===== src/ctrl_config.svh =====
`ifndef CTRL_CONFIG_SVH
`define CTRL_CONFIG_SVH

// instruction field widths
`define CTRL_OPCODE_W 6
`define CTRL_FUNCT_W 6

// busy cycles of the iterative multiplier and divider
`define CTRL_MULDIV_CYCLES 33

// counter width, must hold CTRL_MULDIV_CYCLES - 1
`define CTRL_COUNT_W 6

`endif


===== src/ctrl_pkg.sv =====
`default_nettype none

`include "ctrl_config.svh"

package ctrlPkg;

    typedef enum logic [`CTRL_OPCODE_W-1:0] {
        opRType = 6'h00, // decoded further by funct
        opJ     = 6'h02,
        opJal   = 6'h03,
        opBeq   = 6'h04,
        opBne   = 6'h05,
        opBle   = 6'h06,
        opBgt   = 6'h07,
        opAddi  = 6'h08,
        opAddiu = 6'h09,
        opSlti  = 6'h0a,
        opLui   = 6'h0f,
        opLw    = 6'h23,
        opSw    = 6'h2b
    } opcode_t;

    typedef enum logic [`CTRL_FUNCT_W-1:0] {
        fnSll   = 6'h00,
        fnSrl   = 6'h02,
        fnSra   = 6'h03,
        fnSllv  = 6'h04,
        fnSrav  = 6'h07,
        fnJr    = 6'h08,
        fnBreak = 6'h0d,
        fnMfhi  = 6'h10,
        fnMflo  = 6'h12,
        fnMult  = 6'h18,
        fnDiv   = 6'h1a,
        fnAdd   = 6'h20,
        fnSub   = 6'h22,
        fnAnd   = 6'h24,
        fnSlt   = 6'h2a
    } funct_t;

    typedef enum logic [3:0] {
        clsAluReg, clsAluImm, clsShiftImm, clsShiftReg, clsLoad, clsStore, clsBranch,
        clsJump, clsJumpLink, clsJumpReg, clsLoadUpper, clsMoveHi, clsMoveLo,
        clsMulDiv, clsHalt
    } instrClass_t;

    typedef enum logic [2:0] {
        aluPass    = 3'd0,
        aluAdd     = 3'd1,
        aluSub     = 3'd2,
        aluAnd     = 3'd3,
        aluCompare = 3'd7 // sets gt/lt/et
    } aluOp_t;

    typedef enum logic [2:0] {
        shHold       = 3'd0,
        shLoad       = 3'd1,
        shLeft       = 3'd2,
        shRightLogic = 3'd3,
        shRightArith = 3'd4
    } shiftOp_t;

    typedef enum logic [1:0] {brEq, brNe, brGt, brLe} branchCond_t;

    typedef struct packed {
        instrClass_t instrClass;
        aluOp_t      aluOp;
        shiftOp_t    shiftOp;
        branchCond_t cond;
        logic        isDiv; // div, else mult
    } instrInfo_t;

    typedef enum logic [4:0] {
        stReset, stFetch, stMemWait, stInstWrite, stDecode,
        stAluExec, stAluToReg, stShiftLoad, stShiftExec, stShiftToReg,
        stMemAddr, stMemRead, stMemReadWait, stMemDataWrite, stMemToReg, stMemWrite,
        stJump, stJumpLink, stJumpReg, stLoadUpper, stMoveHi, stMoveLo,
        stCompare, stBranchTaken, stMulDiv, stWriteHiLo, stHalt
    } ctrlState_t;

    typedef struct packed {
        logic gt;
        logic lt;
        logic et;
    } aluFlags_t;

    typedef struct packed {
        logic pcWrite;
        logic memWrite;
        logic irWrite;
        logic regWrite;
        logic multStart;
        logic divStart;
        logic aluOutWrite;
        logic aWrite;
        logic bWrite;
        logic hiWrite;
        logic loWrite;
        logic memDataWrite;
    } writeStrobes_t;

    typedef enum logic [1:0] {srcRegB, srcFour, srcImm, srcBranchOffset} aluSrcB_t;
    typedef enum logic [1:0] {dstRt = 2'd0, dstRd = 2'd1, dstRa = 2'd3} regDst_t;
    typedef enum logic [2:0] {pcAluResult, pcAluOut, pcJumpTarget} pcSrc_t;

    typedef enum logic [3:0] {
        rdMemory   = 4'd1,
        rdAluOut   = 4'd2,
        rdHi       = 4'd3,
        rdLo       = 4'd4,
        rdShifter  = 4'd5,
        rdUpperImm = 4'd8
    } regData_t;

    typedef struct packed {
        logic     iorD;     // memory address from aluOut
        logic     aluSrcA;  // register A, else pc
        logic     shamtSrc; // shift amount from register
        logic     shiftData; // shift source is B, else A
        logic     aluToReg; // slt result into aluOut
        logic     hiLoSrc;  // divider, else multiplier
        aluSrcB_t aluSrcB;
        regDst_t  regDst;
        pcSrc_t   pcSrc;
        regData_t regData;
    } muxSelects_t;

endpackage

`default_nettype wire


===== src/instr_decode.sv =====
`default_nettype none

`include "ctrl_config.svh"

module instr_decode (
    input  wire logic [`CTRL_OPCODE_W-1:0] opcode,
    input  wire logic [`CTRL_FUNCT_W-1:0]  funct,
    output ctrlPkg::instrInfo_t            info
);

    ctrlPkg::opcode_t op;
    ctrlPkg::funct_t  fn;

    assign op = ctrlPkg::opcode_t'(opcode);
    assign fn = ctrlPkg::funct_t'(funct);

    always_comb begin
        info.instrClass = ctrlPkg::clsHalt; // unknown codes stop the unit
        info.aluOp = ctrlPkg::aluPass;
        info.shiftOp = ctrlPkg::shHold;
        info.cond = ctrlPkg::brEq;
        info.isDiv = 1'b0;
        if (op == ctrlPkg::opRType) begin
            case (fn)
                ctrlPkg::fnSll, ctrlPkg::fnSrl, ctrlPkg::fnSra:
                    info.instrClass = ctrlPkg::clsShiftImm;
                ctrlPkg::fnSllv, ctrlPkg::fnSrav: info.instrClass = ctrlPkg::clsShiftReg;
                ctrlPkg::fnJr:    info.instrClass = ctrlPkg::clsJumpReg;
                ctrlPkg::fnMfhi:  info.instrClass = ctrlPkg::clsMoveHi;
                ctrlPkg::fnMflo:  info.instrClass = ctrlPkg::clsMoveLo;
                ctrlPkg::fnMult, ctrlPkg::fnDiv: info.instrClass = ctrlPkg::clsMulDiv;
                ctrlPkg::fnAdd, ctrlPkg::fnSub, ctrlPkg::fnAnd, ctrlPkg::fnSlt:
                    info.instrClass = ctrlPkg::clsAluReg;
                default:          info.instrClass = ctrlPkg::clsHalt; // break and unknown funct
            endcase
            case (fn)
                ctrlPkg::fnAdd: info.aluOp = ctrlPkg::aluAdd;
                ctrlPkg::fnSub: info.aluOp = ctrlPkg::aluSub;
                ctrlPkg::fnAnd: info.aluOp = ctrlPkg::aluAnd;
                ctrlPkg::fnSlt: info.aluOp = ctrlPkg::aluCompare;
                default:        info.aluOp = ctrlPkg::aluPass;
            endcase
            case (fn)
                ctrlPkg::fnSll, ctrlPkg::fnSllv: info.shiftOp = ctrlPkg::shLeft;
                ctrlPkg::fnSrl:                  info.shiftOp = ctrlPkg::shRightLogic;
                ctrlPkg::fnSra, ctrlPkg::fnSrav: info.shiftOp = ctrlPkg::shRightArith;
                default:                         info.shiftOp = ctrlPkg::shHold;
            endcase
            info.isDiv = (fn == ctrlPkg::fnDiv);
        end else begin
            case (op)
                ctrlPkg::opJ:   info.instrClass = ctrlPkg::clsJump;
                ctrlPkg::opJal: info.instrClass = ctrlPkg::clsJumpLink;
                ctrlPkg::opBeq, ctrlPkg::opBne, ctrlPkg::opBle, ctrlPkg::opBgt:
                    info.instrClass = ctrlPkg::clsBranch;
                ctrlPkg::opAddi, ctrlPkg::opAddiu, ctrlPkg::opSlti:
                    info.instrClass = ctrlPkg::clsAluImm;
                ctrlPkg::opLui: info.instrClass = ctrlPkg::clsLoadUpper;
                ctrlPkg::opLw:  info.instrClass = ctrlPkg::clsLoad;
                ctrlPkg::opSw:  info.instrClass = ctrlPkg::clsStore;
                default:        info.instrClass = ctrlPkg::clsHalt;
            endcase
            case (op)
                ctrlPkg::opAddi, ctrlPkg::opAddiu: info.aluOp = ctrlPkg::aluAdd;
                ctrlPkg::opSlti:                   info.aluOp = ctrlPkg::aluCompare;
                ctrlPkg::opLw, ctrlPkg::opSw:      info.aluOp = ctrlPkg::aluAdd; // address
                default:                           info.aluOp = ctrlPkg::aluPass;
            endcase
            case (op)
                ctrlPkg::opBne: info.cond = ctrlPkg::brNe;
                ctrlPkg::opBgt: info.cond = ctrlPkg::brGt;
                ctrlPkg::opBle: info.cond = ctrlPkg::brLe;
                default:        info.cond = ctrlPkg::brEq;
            endcase
        end
    end

    // arithmetic classes must always give the ALU real work
    always_comb begin
        if (info.instrClass == ctrlPkg::clsAluReg || info.instrClass == ctrlPkg::clsAluImm) begin
            assert (info.aluOp != ctrlPkg::aluPass)
                else $error("alu class decoded with pass operation");
        end
    end

endmodule

`default_nettype wire


===== src/state_sequencer.sv =====
`default_nettype none

`include "ctrl_config.svh"

module state_sequencer (
    input  wire logic                clock,
    input  wire logic                RESET_in,
    input  wire ctrlPkg::instrInfo_t info,
    input  wire ctrlPkg::aluFlags_t  flags,
    output ctrlPkg::ctrlState_t      state
);

    localparam logic [`CTRL_COUNT_W-1:0] CountLast = `CTRL_COUNT_W'(`CTRL_MULDIV_CYCLES - 1);

    ctrlPkg::ctrlState_t      nextState;
    logic [`CTRL_COUNT_W-1:0] count; // busy cycles of mult/div
    logic                     countDone;
    logic                     branchTaken;

    assign countDone = (count == CountLast);

    always_comb begin
        case (info.cond)
            ctrlPkg::brEq: branchTaken = flags.et;
            ctrlPkg::brNe: branchTaken = !flags.et;
            ctrlPkg::brGt: branchTaken = flags.gt;
            default:       branchTaken = flags.lt; // ble
        endcase
    end

    always_comb begin
        nextState = ctrlPkg::stFetch; // most tails end here
        case (state)
            ctrlPkg::stReset:     nextState = ctrlPkg::stFetch;
            ctrlPkg::stFetch:     nextState = ctrlPkg::stMemWait;
            ctrlPkg::stMemWait:   nextState = ctrlPkg::stInstWrite;
            ctrlPkg::stInstWrite: nextState = ctrlPkg::stDecode;
            ctrlPkg::stDecode: begin
                case (info.instrClass)
                    ctrlPkg::clsAluReg, ctrlPkg::clsAluImm: nextState = ctrlPkg::stAluExec;
                    ctrlPkg::clsShiftImm, ctrlPkg::clsShiftReg:
                        nextState = ctrlPkg::stShiftLoad;
                    ctrlPkg::clsLoad, ctrlPkg::clsStore: nextState = ctrlPkg::stMemAddr;
                    ctrlPkg::clsBranch:    nextState = ctrlPkg::stCompare;
                    ctrlPkg::clsJump:      nextState = ctrlPkg::stJump;
                    ctrlPkg::clsJumpLink:  nextState = ctrlPkg::stJumpLink;
                    ctrlPkg::clsJumpReg:   nextState = ctrlPkg::stJumpReg;
                    ctrlPkg::clsLoadUpper: nextState = ctrlPkg::stLoadUpper;
                    ctrlPkg::clsMoveHi:    nextState = ctrlPkg::stMoveHi;
                    ctrlPkg::clsMoveLo:    nextState = ctrlPkg::stMoveLo;
                    ctrlPkg::clsMulDiv:    nextState = ctrlPkg::stMulDiv;
                    default:               nextState = ctrlPkg::stHalt;
                endcase
            end
            ctrlPkg::stAluExec:   nextState = ctrlPkg::stAluToReg;
            ctrlPkg::stShiftLoad: nextState = ctrlPkg::stShiftExec;
            ctrlPkg::stShiftExec: nextState = ctrlPkg::stShiftToReg;
            ctrlPkg::stMemAddr: begin
                if (info.instrClass == ctrlPkg::clsStore) begin
                    nextState = ctrlPkg::stMemWrite;
                end else begin
                    nextState = ctrlPkg::stMemRead;
                end
            end
            ctrlPkg::stMemRead:      nextState = ctrlPkg::stMemReadWait;
            ctrlPkg::stMemReadWait:  nextState = ctrlPkg::stMemDataWrite;
            ctrlPkg::stMemDataWrite: nextState = ctrlPkg::stMemToReg;
            ctrlPkg::stCompare: begin
                if (branchTaken) begin
                    nextState = ctrlPkg::stBranchTaken;
                end else begin
                    nextState = ctrlPkg::stFetch;
                end
            end
            ctrlPkg::stMulDiv: begin
                if (countDone) begin
                    nextState = ctrlPkg::stWriteHiLo;
                end else begin
                    nextState = ctrlPkg::stMulDiv;
                end
            end
            ctrlPkg::stHalt: nextState = ctrlPkg::stHalt; // only reset leaves
            default:         nextState = ctrlPkg::stFetch;
        endcase
    end

    always_ff @(posedge clock or posedge RESET_in) begin
        if (RESET_in) begin
            state <= ctrlPkg::stReset;
        end else begin
            state <= nextState;
        end
    end

    always_ff @(posedge clock or posedge RESET_in) begin
        if (RESET_in) begin
            count <= '0;
        end else if (state == ctrlPkg::stWriteHiLo) begin
            count <= '0; // ready for the next mult/div
        end else if (state == ctrlPkg::stMulDiv && !countDone) begin
            count <= count + 1'b1;
        end
    end

    countInRange: assert property (@(posedge clock) disable iff (RESET_in)
        count <= CountLast)
        else $error("mult/div counter past its limit");

    haltHolds: assert property (@(posedge clock) disable iff (RESET_in)
        state == ctrlPkg::stHalt |=> state == ctrlPkg::stHalt)
        else $error("halt left without reset");

endmodule

`default_nettype wire


===== src/control_outputs.sv =====
`default_nettype none

module control_outputs (
    input  wire ctrlPkg::ctrlState_t state,
    input  wire ctrlPkg::instrInfo_t info,
    output ctrlPkg::writeStrobes_t   strobes,
    output ctrlPkg::muxSelects_t     selects,
    output ctrlPkg::aluOp_t          aluOp,
    output ctrlPkg::shiftOp_t        shiftOp,
    output logic                     resetOut,
    output logic                     halted
);

    assign resetOut = (state == ctrlPkg::stReset);
    assign halted = (state == ctrlPkg::stHalt);

    always_comb begin
        strobes = '0;
        selects = '0; // pc into ALU A, regB into ALU B
        selects.regData = ctrlPkg::rdAluOut;
        aluOp = ctrlPkg::aluPass;
        shiftOp = ctrlPkg::shHold;
        case (state)
            ctrlPkg::stFetch, ctrlPkg::stMemWait, ctrlPkg::stInstWrite: begin
                selects.aluSrcB = ctrlPkg::srcFour; // pc + 4 held until written
                aluOp = ctrlPkg::aluAdd;
                strobes.irWrite = (state == ctrlPkg::stInstWrite);
                strobes.pcWrite = (state == ctrlPkg::stInstWrite);
            end
            ctrlPkg::stDecode: begin
                strobes.aWrite = 1'b1;
                strobes.bWrite = 1'b1;
                selects.aluSrcB = ctrlPkg::srcBranchOffset; // branch target ahead of time
                aluOp = ctrlPkg::aluAdd;
                strobes.aluOutWrite = 1'b1;
            end
            ctrlPkg::stAluExec: begin
                selects.aluSrcA = 1'b1;
                selects.aluSrcB = (info.instrClass == ctrlPkg::clsAluImm) ?
                    ctrlPkg::srcImm : ctrlPkg::srcRegB;
                aluOp = info.aluOp;
                selects.aluToReg = (info.aluOp == ctrlPkg::aluCompare); // slt, slti
                strobes.aluOutWrite = 1'b1;
            end
            ctrlPkg::stAluToReg: begin
                selects.regDst = (info.instrClass == ctrlPkg::clsAluImm) ?
                    ctrlPkg::dstRt : ctrlPkg::dstRd;
                strobes.regWrite = 1'b1;
            end
            ctrlPkg::stShiftLoad: begin
                selects.shiftData = (info.instrClass == ctrlPkg::clsShiftImm);
                selects.shamtSrc = (info.instrClass == ctrlPkg::clsShiftReg);
                shiftOp = ctrlPkg::shLoad;
            end
            ctrlPkg::stShiftExec: shiftOp = info.shiftOp;
            ctrlPkg::stShiftToReg: begin
                selects.regData = ctrlPkg::rdShifter;
                selects.regDst = ctrlPkg::dstRd;
                strobes.regWrite = 1'b1;
            end
            ctrlPkg::stMemAddr: begin
                selects.aluSrcA = 1'b1;
                selects.aluSrcB = ctrlPkg::srcImm; // base + offset
                aluOp = ctrlPkg::aluAdd;
                strobes.aluOutWrite = 1'b1;
                selects.iorD = 1'b1;
            end
            ctrlPkg::stMemRead, ctrlPkg::stMemReadWait: selects.iorD = 1'b1;
            ctrlPkg::stMemDataWrite: begin
                selects.iorD = 1'b1;
                strobes.memDataWrite = 1'b1;
            end
            ctrlPkg::stMemToReg: begin
                selects.regData = ctrlPkg::rdMemory;
                strobes.regWrite = 1'b1;
            end
            ctrlPkg::stMemWrite: begin
                selects.iorD = 1'b1;
                strobes.memWrite = 1'b1;
            end
            ctrlPkg::stJump: begin
                selects.pcSrc = ctrlPkg::pcJumpTarget;
                strobes.pcWrite = 1'b1;
            end
            ctrlPkg::stJumpLink: begin
                selects.pcSrc = ctrlPkg::pcJumpTarget;
                strobes.pcWrite = 1'b1;
                selects.regDst = ctrlPkg::dstRa; // link register
                strobes.regWrite = 1'b1;
            end
            ctrlPkg::stJumpReg: begin
                selects.aluSrcA = 1'b1; // rs through the ALU
                strobes.pcWrite = 1'b1;
            end
            ctrlPkg::stLoadUpper: begin
                selects.regData = ctrlPkg::rdUpperImm;
                strobes.regWrite = 1'b1;
            end
            ctrlPkg::stMoveHi, ctrlPkg::stMoveLo: begin
                selects.regData = (state == ctrlPkg::stMoveHi) ? ctrlPkg::rdHi : ctrlPkg::rdLo;
                selects.regDst = ctrlPkg::dstRd;
                strobes.regWrite = 1'b1;
            end
            ctrlPkg::stCompare: begin
                selects.aluSrcA = 1'b1;
                aluOp = ctrlPkg::aluCompare; // flags sampled by the sequencer
            end
            ctrlPkg::stBranchTaken: begin
                selects.pcSrc = ctrlPkg::pcAluOut; // target from decode
                strobes.pcWrite = 1'b1;
            end
            ctrlPkg::stMulDiv: begin
                strobes.divStart = info.isDiv;
                strobes.multStart = !info.isDiv;
            end
            ctrlPkg::stWriteHiLo: begin
                selects.hiLoSrc = info.isDiv;
                strobes.hiWrite = 1'b1;
                strobes.loWrite = 1'b1;
            end
            default: ; // reset and halt drive nothing
        endcase
    end

    // a register write and a memory write never share a cycle
    always_comb begin
        assert (!(strobes.regWrite && strobes.memWrite))
            else $error("regWrite and memWrite high together");
    end

endmodule

`default_nettype wire


===== src/control_unit.sv =====
`default_nettype none

`include "ctrl_config.svh"

module control_unit (
    input  wire logic                      clock,
    input  wire logic                      RESET_in,
    input  wire logic [`CTRL_OPCODE_W-1:0] opcode,
    input  wire logic [`CTRL_FUNCT_W-1:0]  funct,
    input  wire ctrlPkg::aluFlags_t        flags,
    output wire ctrlPkg::writeStrobes_t    strobes,
    output wire ctrlPkg::muxSelects_t      selects,
    output wire ctrlPkg::aluOp_t           aluOp,
    output wire ctrlPkg::shiftOp_t         shiftOp,
    output wire logic                      resetOut,
    output wire logic                      halted
);

    wire ctrlPkg::instrInfo_t info;  // decoded instruction
    wire ctrlPkg::ctrlState_t state;

    instr_decode instr_decode_i (
        .opcode (opcode),
        .funct  (funct),
        .info   (info)
    );

    state_sequencer state_sequencer_i (
        .clock    (clock),
        .RESET_in (RESET_in),
        .info     (info),
        .flags    (flags),
        .state    (state)
    );

    control_outputs control_outputs_i (
        .state    (state),
        .info     (info),
        .strobes  (strobes),
        .selects  (selects),
        .aluOp    (aluOp),
        .shiftOp  (shiftOp),
        .resetOut (resetOut),
        .halted   (halted)
    );

endmodule

`default_nettype wire


===== config.mk =====
export PLATFORM = sky130hd
export DESIGN_NAME = control_unit
export DESIGN_NICKNAME = d
export VERILOG_FILES = /design/src/ctrl_pkg.sv /design/src/instr_decode.sv /design/src/state_sequencer.sv /design/src/control_outputs.sv /design/src/control_unit.sv
export VERILOG_INCLUDE_DIRS = /design/src
export SDC_FILE = /design/constraint.sdc
export NUM_CORES = 1
export LEC_CHECK = 0
export BUFFER_PORTS_ARGS = -buffer_cell sky130_fd_sc_hd__clkbuf_2
export CAP_MARGIN = 30
export CORE_MARGIN = 2
export CORE_UTILIZATION = 25
export DETAILED_ROUTE_END_ITERATION = 10
export MAX_ROUTING_LAYER = met4
export SYNTH_ARGS = -nofsm -noshare
export SYNTH_HDL_FRONTEND = slang
export SYNTH_SLANG_ARGS = --single-unit

===== constraint.sdc =====
create_clock -name clock -period 3.1 [get_ports clock]
set_clock_uncertainty 0.2 [all_clocks]
set_input_delay 0.155 -clock clock [delete_from_list [all_inputs] [get_ports clock]]
set_output_delay 0.155 -clock clock [all_outputs]
set_load 0.02 [all_outputs]

Word-level counts from Yosys, hierarchy flattened
Memories as Yosys holds them, arrays and structs flattened.
Cells that the tools add are included.
- $add $sub $neg: 1
- $mul: 0
- div/mod/pow operators: 0
- magnitude comparators: 0
- eq/ne operators: 55
- shifts and indexed selects: 0
- muxes and demuxes: 39
- bitwise logic cells: 0
- reduce and logical (&&, ||, !) cells: 24
- operators by type and width (kind ; count):
    $pmux 5 s14 ; 1
    $eq 5x5->1 const B ; 11
    $eq 6x6->1 const B ; 7
    $eq 5x4->1 const B ; 8
    $eq 6x3->1 const B ; 6
    $pmux 4 s7 ; 1
    $eq 6x2->1 const B ; 4
    $eq 6x4->1 const B ; 4
    $eq 5x3->1 const B ; 4
    $pmux 3 s3 ; 2
    $pmux 4 s4 ; 1
    $reduce_or 4->1 ; 4
    $logic_not 6->1 ; 2
    $mux 1 ; 12
    $mux 2 ; 6
    $mux 6 ; 2
    $pmux 2 s3 ; 2
    $pmux 3 s2 ; 2
    $pmux 3 s4 ; 1
    $reduce_or 3->1 ; 4
    $eq 5x2->1 const B ; 2
    $reduce_or 5->1 ; 2
    $mux 3 ; 3
    $eq 4x2->1 const B ; 2
    other kinds (21) ; 26
- register bits after elaboration: 11
- bits in latches: 0
- memory bits (writable): 0
- ROM bits: 336
- bits of input ports: 17
- output and inout bits: 37
- word-level logic and storage cells: 123
- memories: 2
- memory list (name ; depth ; bits a word ; read ports ; clocked after Yosys merged registers in ; write ports ; line ; source):
    (name not given) ; 64 ; 4 ; 1 ; 0 ; 0 ; instr_decode.sv:24 ; case (fn)
    (name not given) ; 16 ; 5 ; 1 ; 0 ; 0 ; state_sequencer.sv:39 ; case (info.instrClass)

Longest topological paths before layout
Gate-level depths: netlist of the first run.
- depth in word-level cells: 7
- gate-level depth with buffers: 11
- gate-level depth less buffers: 11

Hierarchy
A second synthesis of the first run with hierarchy kept.
- cell total of the unflattened synthesis: 287
- area, all modules: 2184.6 um^2
- modules (own cells, without submodules) (module ; times used ; cells each ; area each (um^2)):
    state_sequencer ; 1 ; 103 ; 1019.7
    control_outputs ; 1 ; 103 ; 600.6
    instr_decode ; 1 ; 81 ; 564.3

Worst setup path after synthesis of the first run
No wires, ideal clock.
- kind: input to output
- start: in funct[0]
- end: out selects[13] (netlist bit)
- arrival time: 2.191 ns
- required time: 2.745 ns
- setup slack: 0.554 ns
- cell stages on the path: 9
- path buffers: 0
- cell sequence: inv_1 > ha_1 > and4b_1 > a31oi_1 > o21ai_1 > a211oi_2 > ha_1 > inv_1 > nor4b_1
- RTL lines (item ; line ; source):
    start, declared ; control_unit.sv:9 ; input wire logic [`CTRL_FUNCT_W-1:0] funct,
    end, declared ; control_unit.sv:12 ; output wire ctrlPkg::muxSelects_t selects,

==> metrics, run 1 <==
DRT iter0 DRCs 151; Seq cells post-synth 11; Die ar. 8910 um^2; crit path max fanout 7; Post-CTS Setup Inserts 0; clock share of power 0.100; Initial Util 0.262; fin crit share 0.930; CTS buffer count 3; Max Root-Sink Buffers 2; first-pass iteration count of the detailed router 4; hold wc startpoint flags[0]; P&R area growth vs syn 14.8%; Routed WL ~5700 um; vias in the first global route 1952; HPWL Detailed around 4500 um; Die Wd ~94 um; FF-to-FF End state_sequencer_i.count[2]$_DFFE_PP0P_; most common cell after layout, fill and taps aside clkbuf_2; H-Tree Depth 1; clock sink count 11; sequential cell fraction of total power 0.162; Register Area 275 um^2; num rows 32; switching share of power 0.555; CTS root buffer clkbuf_8; WL per Instance about 13 um; Synth Area per Inst between 7 and 8 um^2; # setup viols final 0; worst slew pin tran 501 ps; Setup Crit Path Kind in2out; WHS Path Cells 3; Crit Reg-Reg Startpoint state_sequencer_i.state[3]$_DFF_PP0_; Synth Net Count 320; hold path endpoint state_sequencer_i.state[1]$_DFF_PP0_; setup ws final 218 ps; Die H around 94 um; outcome complete, no violations; crit start category primary input; CTS clock-pin slew for the worst setup and hold paths 50 ps; Synth area leader dfrtp_1; top routing layer used met4; vias between 2000 and 2500; worst rel slew slack 0.666; Post-synth EDFFs 0; mapped cell area 2040 um^2; Worst VDD drop 170 uV; RSZ-0062 raised after global routing false; Filler cells 858; total track usage 0.131; Final Hold Fails 0; CTS tree built; P_int ~0.00064 W; met2 WL approximately 2600 um; total number of yosys warnings 0; P_leak around 1.1 nW; worst min-delay path category in2reg; global-route wire length before repair roughly 9300 um; M1 wire length 2760 um; Ports 54; commonest cells after routing, fill and taps aside clkbuf_2 (52), nor2_1 (50), a21oi_1 (22), nand2_1 (21), inv_1 (18); initial antenna violation count 0; n_diodes 0; Final nets 360; core footprint 7810 um^2; Async S/R FF share, synth 1.00; Mapped Cells 290; share of layout cells above drive strength 1 0.222; CP endpoint kind output port; fin crit period 2880 ps; I/O Buffers 52; synth top area cells dfrtp_1 (13%), nor2_1 (9.2%), ha_1 (8.0%); Comb pwr share 0.738; Setup Total Neg Slack 0 ps; worst slack, placed ~270 ps; via/cell ratio 5.04; fmax approximately 350 MHz; final antenna-violating net count 0; net switching power 0.000794 W; Post-synth top flop dfrtp_1; Req. time, crit path 2740 ps; grt total ovfl 0; CP max stage cell a211oi_2; WP data arrival 2530 ps; PwrDens 610 nW/um^2; Routability Congestion 0.857; worst-skew pair later-pin latency ~240 ps; Worst R2R Setup Slack roughly 900 ps; metal3 WL 216 um; largest net degree at the start of global routing 30; Final Slew Violations 0; worst reg-to-reg path cell count 7; Synth top area share 0.135; Cell Chain, Critical Path clkbuf_2 > inv_1 > ha_1 > and4b_1 > a31oi_1 > o21ai_1 > a211oi_2 > ha_1 > inv_1 > nor4b_1 > clkbuf_2; Multi-input gate area 1500 um^2; Hold Slack just over 200 ps; CP max stage delay 460 ps; register area share after synthesis 0.135; Max-cap violations 0; Cell variety after synth 63; residual DRC count 0
worst max-delay path by stage:
stage	startpoint	cells past startpoint	end
after floorplan	funct[0]	9	selects[13]
after global placement	funct[0]	11	selects[13]
after detailed placement	funct[0]	11	selects[13]
after CTS	funct[0]	11	selects[13]
after global routing	funct[0]	11	selects[13]
final	funct[0]	11	selects[13]
cells in the mapped netlist, drive strengths merged, types with 2 or more instances:
master and count:
nor4b 4, xnor2 6, nor4 3, and4 2, o22ai 7, a31oi 5, nand4b 2, nand2b 8
a211oi 3, o21ai 6, and3b 3, a211o 2, a221o 2, nor2 51, a21oi 22, and3 3
nand4 5, a22oi 2, nor2b 7, clkbuf 10, nor3 8, mux2i 5, nand2 22, nor3b 2
xor2 7, dfrtp 11, nand4bb 2, nand3 10, buf 16, and2 2, inv 18, or2 3
o32ai 2, ha 13, o31ai 2
per-stage QoR:
stage	instances	total power (W)	instance area, um^2	util
6_report	431	0.00143	2340	0.300
3_3_place_gp	426	0.00128	2290	0.293
5_1_grt	431	0.00157	2340	0.300
4_1_cts	431	0.00143	2340	0.300
3_5_place_dp	426	0.00128	2290	0.293
2_1_floorplan	290	0.00105	2040	-
registers in the layout, indices dropped and copies added (netlist names):
register	count
state_sequencer_i.count	6
state_sequencer_i.state	5
logic make-up after synthesis:
logic type,Yosys count,synth area share
simple gates,140,0.365
other cells,1,0.00184
mux,5,0.0245
fa+ha+maj,13,0.0796
buf+inv,44,0.132
compound gates,63,0.206
xor+xnor,13,0.0557
flops,11,0.135
per-layer routing:
layer	vias up	GRT usage
met3	9	0.00559
met4	0	0.0326
li1	1094	-
met5	-	-
met2	60	0.209
met1	1009	0.184
worst max-delay path, delay by kind of cell:
| kind | cells | cell delay (ps) |
|---|---|---|
| AOI/OAI and AO/OA | 3 | 720 |
| adders and majority gates | 2 | 470 |
| buffers and inverters | 4 | 540 |
| and+or+nand+nor | 2 | 650 |
repair_timing:
item | CTS | global route
hold endpoints to repair | 11 | 0
gates resized for setup | 0 | 0
hold buffers | 1 | 0
power by group through the flow:
stage / clock, W / sequential [W] / combinational, W
after global routing: 0.000160 / 0.000237 / 0.00117
after detailed placement: 0 / 0.000234 / 0.00105
after CTS: 0.000147 / 0.000232 / 0.00105
after floorplan: 0 / 0.000206 / 0.000841
after global placement: 0 / 0.000233 / 0.00104
final: 0.000143 / 0.000232 / 0.00106
final cells by class:
cell class,instances,share of cell area
multi-input cells,235,0.639
repair buffers,61,0.141
flip-flops and latches,11,0.117
well taps,102,0.0544
inverters,18,0.0288
clock buffers,3,0.0176
clock inverters,1,0.00213
No activity file was read; power rests on OpenSTA's default activity.
==> inputs of run 2 (changes only) <==
--- a/config.mk
+++ b/config.mk
@@ -11,6 +11,8 @@
 export CORE_MARGIN = 2
 export CORE_UTILIZATION = 25
 export DETAILED_ROUTE_END_ITERATION = 10
+export GPL_TIMING_DRIVEN = 0
+export HOLD_SLACK_MARGIN = 0.02
 export MAX_ROUTING_LAYER = met4
 export SYNTH_ARGS = -nofsm -noshare
 export SYNTH_HDL_FRONTEND = slang
==> run 2 against run 1 <==
Effect of this change:
- sequential share of layout area fell by 0.61 points
- count of clock-buffer cells in the layout stayed put
- register-to-register slack worse by 150 ps
- die area is the same
- fmax grew 0.31%
- wire length rose by 3.2%
- cell area increased by 5.4%
==> metrics, run 2 (synthesized netlist as in run 1, its figures left out) <==
P_int 0.000678 W; Worst VDD drop 177 uV; # setup viols final 0; FF-to-FF End state_sequencer_i.state[2]$_DFF_PP0_; Die Wd between 90 and 100 um; H-Tree Depth 1; CTS root buffer clkbuf_8; P_leak 1.17 nW; sequential cell fraction of total power 0.143; CTS tree built; Critical Path Source funct[0]; net switching power 0.000818 W; core footprint 7810 um^2; initial antenna violation count 0; worst slew pin tran 1010 ps; largest net degree at the start of global routing 12; worst-skew pair later-pin latency 240 ps; Top Registers state_sequencer_i.count x6, state_sequencer_i.state x5; crit path max fanout 7; vias 2221; Setup Crit Path Kind in2out; first-pass iteration count of the detailed router 4; Crit Reg-Reg Startpoint state_sequencer_i.state[2]$_DFF_PP0_; worst reg-to-reg path cell count 7; Setup Total Neg Slack 0 ps; vias in the first global route 1980; fmax 348 MHz; clock share of power 0.095; Max Root-Sink Buffers 2; crit path to selects[13]; n_diodes 0; crit start category primary input; most common cell after layout, fill and taps aside nor2_1; worst min-delay path category in2reg; CTS buffer count 3; grt total ovfl 0; Worst R2R Setup Slack 750 ps; CP endpoint kind output port; global-route wire length before repair 9510 um; Final Hold Fails 0; fin crit period about 2900 ps; fin crit share 0.927; non-filler instance count after layout 446; RSZ-0062 raised after global routing false; Top reg by flops state_sequencer_i.count; Comb pwr share 0.762; outcome complete, no violations; share of layout cells above drive strength 1 0.235; num rows 32; via/cell ratio 4.98; Initial Util 0.262; Final Slew Violations 0; DP Cell Count between 400 and 500; Routed WL 5860 um; worst rel slew slack 0.325; CTS clock-pin slew for the worst setup and hold paths 50 ps; HPWL Detailed 4590 um; PostCTS Resize Cnt 0; Die ar. 8910 um^2; WP data arrival between 2000 and 3000 ps; PwrDens 605 nW/um^2; final antenna-violating net count 0; max FFs per register 6; commonest cells after routing, fill and taps aside nor2_1 (50), clkbuf_2 (49), a21oi_1 (22), nand2_1 (21), inv_1 (18); Ports 54; Max-cap violations 0; I/O Buffers 49; switching share of power 0.547; total track usage 0.134; WL per Instance 13.1 um; Die H 94.4 um; DRT iter0 DRCs 92; P&R area growth vs syn 21.0%; Final nets about 380; residual DRC count 0; clock sink count 11; Routability Congestion 0.903; Req. time, crit path 2740 ps
==> run 2: metrics by stage <==
| step | power [W] | hold WS (ps) | instance area, um^2 | utilization | worst slack [ps] |
|---|---|---|---|---|---|
| global placement | 0.00134 | -56.6 | 2420 | 0.309 | 269 |
| CTS | 0.00150 | 199 | 2470 | 0.317 | 260 |
| finish | 0.00150 | 210 | 2470 | 0.317 | 227 |
| global route | 0.00163 | 255 | 2470 | 0.317 | 15.6 |
| detailed placement | 0.00135 | -49.8 | 2420 | 0.309 | 255 |
| floorplan | 0.00105 | -193 | 2040 | - | 554 |
==> run 2: layer usage <==
layer / wire [um] / global-route usage / part of all wire / up-vias
met5: 0 / - / 0 / -
met4: 66 / 0.0314 / 0.011 / 0
met3: 330 / 0.0184 / 0.056 / 7
met2: 2760 / 0.214 / 0.47 / 74
met1: 2700 / 0.182 / 0.46 / 1023
li1: - / - / - / 1117
==> run 2: area by class of cell <==
cell class / count / area (um^2)
multi-input combinational: 235 / 1500
tap: 102 / 128
inverter: 18 / 67.6
clock inverter: 1 / 5.00
sequential: 11 / 275
timing repair buffer: 50 / 255
buffer: 26 / 203
clock buffer: 3 / 41.3
fill: 857 / 5340
==> run 2: power by group through the flow <==
stage / Clock (W) / Sequential (W) / Combinational, W
2_1_floorplan: 0 / 0.000206 / 0.000841
6_report: 0.000143 / 0.000213 / 0.00114
3_5_place_dp: 0 / 0.000215 / 0.00113
3_3_place_gp: 0 / 0.000213 / 0.00113
5_1_grt: 0.000155 / 0.000218 / 0.00126
4_1_cts: 0.000147 / 0.000213 / 0.00114
==> run 2: what timing repair did <==
action	in CTS	in global routing
hold buffers	1	0
setup buffers	0	0
endpoints found under the hold margin	11	0
==> run 2: how the worst min path moves through the flow <==
stage              from                                     end  cells past startpoint
6_report       flags[0]    state_sequencer_i.state[1]$_DFF_PP0_                      3
5_1_grt        flags[0]    state_sequencer_i.state[1]$_DFF_PP0_                      3
4_1_cts        flags[0]    state_sequencer_i.state[1]$_DFF_PP0_                      3
3_5_place_dp   RESET_in  state_sequencer_i.count[2]$_DFFE_PP0P_                      2
3_3_place_gp   RESET_in  state_sequencer_i.count[3]$_DFFE_PP0P_                      2
2_1_floorplan  RESET_in  state_sequencer_i.count[0]$_DFFE_PP0P_                      1
==> run 2: worst max-delay path, cell delays in order <==
cell	delay (ps)
clkbuf_2	130
inv_1	90
ha_1	220
and4b_1	190
a31oi_1	130
o21ai_1	110
a211oi_2	420
ha_1	240
inv_1	60
nor4b_1	500
clkbuf_2	260
==> inputs of run 3 (changes only) <==
--- a/config.mk
+++ b/config.mk
@@ -10,10 +10,12 @@
 export CAP_MARGIN = 30
 export CORE_MARGIN = 2
 export CORE_UTILIZATION = 25
+export CTS_BUF_LIST = sky130_fd_sc_hd__clkbuf_4
 export DETAILED_ROUTE_END_ITERATION = 10
 export GPL_TIMING_DRIVEN = 0
 export HOLD_SLACK_MARGIN = 0.02
 export MAX_ROUTING_LAYER = met4
+export RECOVER_POWER = 25
 export SYNTH_ARGS = -nofsm -noshare
 export SYNTH_HDL_FRONTEND = slang
 export SYNTH_SLANG_ARGS = --single-unit
==> run 3 against run 2 <==
Effect of this change:
- die area unchanged
- critical path depth unchanged
- fmax decreased by 1.6%
- largest cell class unchanged
==> metrics, run 3 (synthesized netlist as in run 1, its figures left out) <==
outcome complete, no violations; Routability Congestion 0.903; most common cell after layout, fill and taps aside nor2_1; initial antenna violation count 0; # setup viols final 0; CP max stage delay 530 ps; fmax 343 MHz; worst rel slew slack 0.306; fin crit period slightly below 3000 ps; Cell Chain, Critical Path clkbuf_2 > inv_1 > ha_1 > and4b_1 > a31oi_1 > o21ai_1 > a211oi_2 > ha_1 > inv_1 > nor4b_1 > clkbuf_2; crit path max fanout 7; CTS root buffer clkbuf_4; WP buf/inv 4; Routed WL 5770 um; worst-skew pair later-pin latency 270 ps; Top reg by flops state_sequencer_i.count; Final nets between 300 and 400; WP data arrival 2560 ps; Hold Slack 176 ps; Die H 94.4 um; Initial Util 0.262; worst slew pin tran a little over 1000 ps; fin crit share 0.942; worst slack, placed between 200 and 300 ps; RSZ-0062 raised after global routing false; first-pass iteration count of the detailed router 4; Setup Total Neg Slack 0 ps; global-route wire length before repair 9320 um; CTS tree built; Worst path top cell family by delay simple AND/OR/NAND/NOR gates; Final Hold Fails 0; Die Wd around 94 um; crit start category primary input; clock sink count 11; P&R area growth vs syn 19.7%; P_leak approximately 1.2 nW; grt total ovfl 0; CP max stage cell nor4b_1; via/cell ratio 4.93; HPWL Detailed around 4600 um; Ports 54; worst min-delay path category in2reg; Final Slew Violations 0; Req. time, crit path approximately 2700 ps; Max Root-Sink Buffers 2; vias 2199; CTS buffer count 3; final antenna-violating net count 0; H-Tree Depth 1; I/O Buffers 49; CTS clock-pin slew for the worst setup and hold paths 70 ps; share of layout cells above drive strength 1 0.230; WL per Instance 12.9 um; vias in the first global route 1950; Die ar. 8910 um^2; Max-cap violations 0; Top Registers state_sequencer_i.count x6, state_sequencer_i.state x5; Setup Crit Path Kind in2out; core footprint a little under 8000 um^2; largest net degree at the start of global routing 12; setup ws final 181 ps; PwrDens 589 nW/um^2; CP endpoint kind output port; Worst VDD drop roughly 180 uV; Post-CTS Setup Inserts 0; DRT iter0 DRCs a little over 90; max FFs per register 6; total track usage 0.132; commonest cells after routing, fill and taps aside nor2_1 (50), clkbuf_2 (48), a21oi_1 (22), nand2_1 (21), inv_1 (18); residual DRC count 0; n_diodes 0; num rows 32
-- run 3: changes by cell type in the layout (fill, tap and decap cells not counted) --
cell      delta
clkbuf_8     -3
clkbuf_2     -1
buf_6        -1
clkbuf_1     +2
clkbuf_4     +3
-- run 3: layer usage --
metal | wire, um | track usage
met3 | 336 | 0.0128
met5 | 0 | -
met2 | 2650 | 0.207
met4 | 80 | 0.0350
met1 | 2700 | 0.181
-- run 3: cell type report --
type / count / area, um^2
multi-input combinational: 235 / 1500
clock buffer: 3 / 22.5
tap: 102 / 128
fill: 865 / 5360
clock inverter: 1 / 5.00
inverter: 18 / 67.6
sequential: 11 / 275
timing repair buffer: 50 / 254
buffer: 26 / 195
-- run 3: power breakdown --
| part | internal [W] | total, W | switching (W) |
|---|---|---|---|
| sequential | 0.000182 | 0.000211 | 0.0000292 |
| combinational | 0.000400 | 0.00113 | 0.000734 |
| clock | 0.0000478 | 0.0000957 | 0.0000479 |
-- run 3: what timing repair did --
action                                 4_1_cts  5_1_grt
endpoints found under the hold margin       11        0
resized for setup                            0        0
hold buffers                                 1        0
-- run 3: worst paths after layout --
kind / endpoint / depth (start not counted) / slack (ps) / from
max: selects[13] / 11 / 180 / funct[0]
min: state_sequencer_i.state[1]$_DFF_PP0_ / 3 / 180 / flags[0]
max reg2reg: state_sequencer_i.state[2]$_DFF_PP0_ / 7 / 490 / state_sequencer_i.state[2]$_DFF_PP0_
min reg2reg: state_sequencer_i.count[5]$_DFFE_PP0P_ / 2 / 340 / state_sequencer_i.count[5]$_DFFE_PP0P_
max in group asynchronous: state_sequencer_i.count[4]$_DFFE_PP0P_ / 3 / 2220 / RESET_in
min in group asynchronous: state_sequencer_i.count[5]$_DFFE_PP0P_ / 3 / 200 / RESET_in
-- run 3: through the flow --
stage	cells	instance area [um^2]	util	total power [W]
final	446	2440	0.313	0.00144
after global routing	446	2440	0.313	0.00157
after CTS	446	2450	0.314	0.00145
after detailed placement	441	2420	0.309	0.00135
after global placement	441	2420	0.309	0.00134
after floorplan	290	2040	-	0.00105
-- run 3: worst min-delay path, stage by stage --
cell      delay [ps]
clkbuf_2          90
o221ai_1         220
nand3_1          140
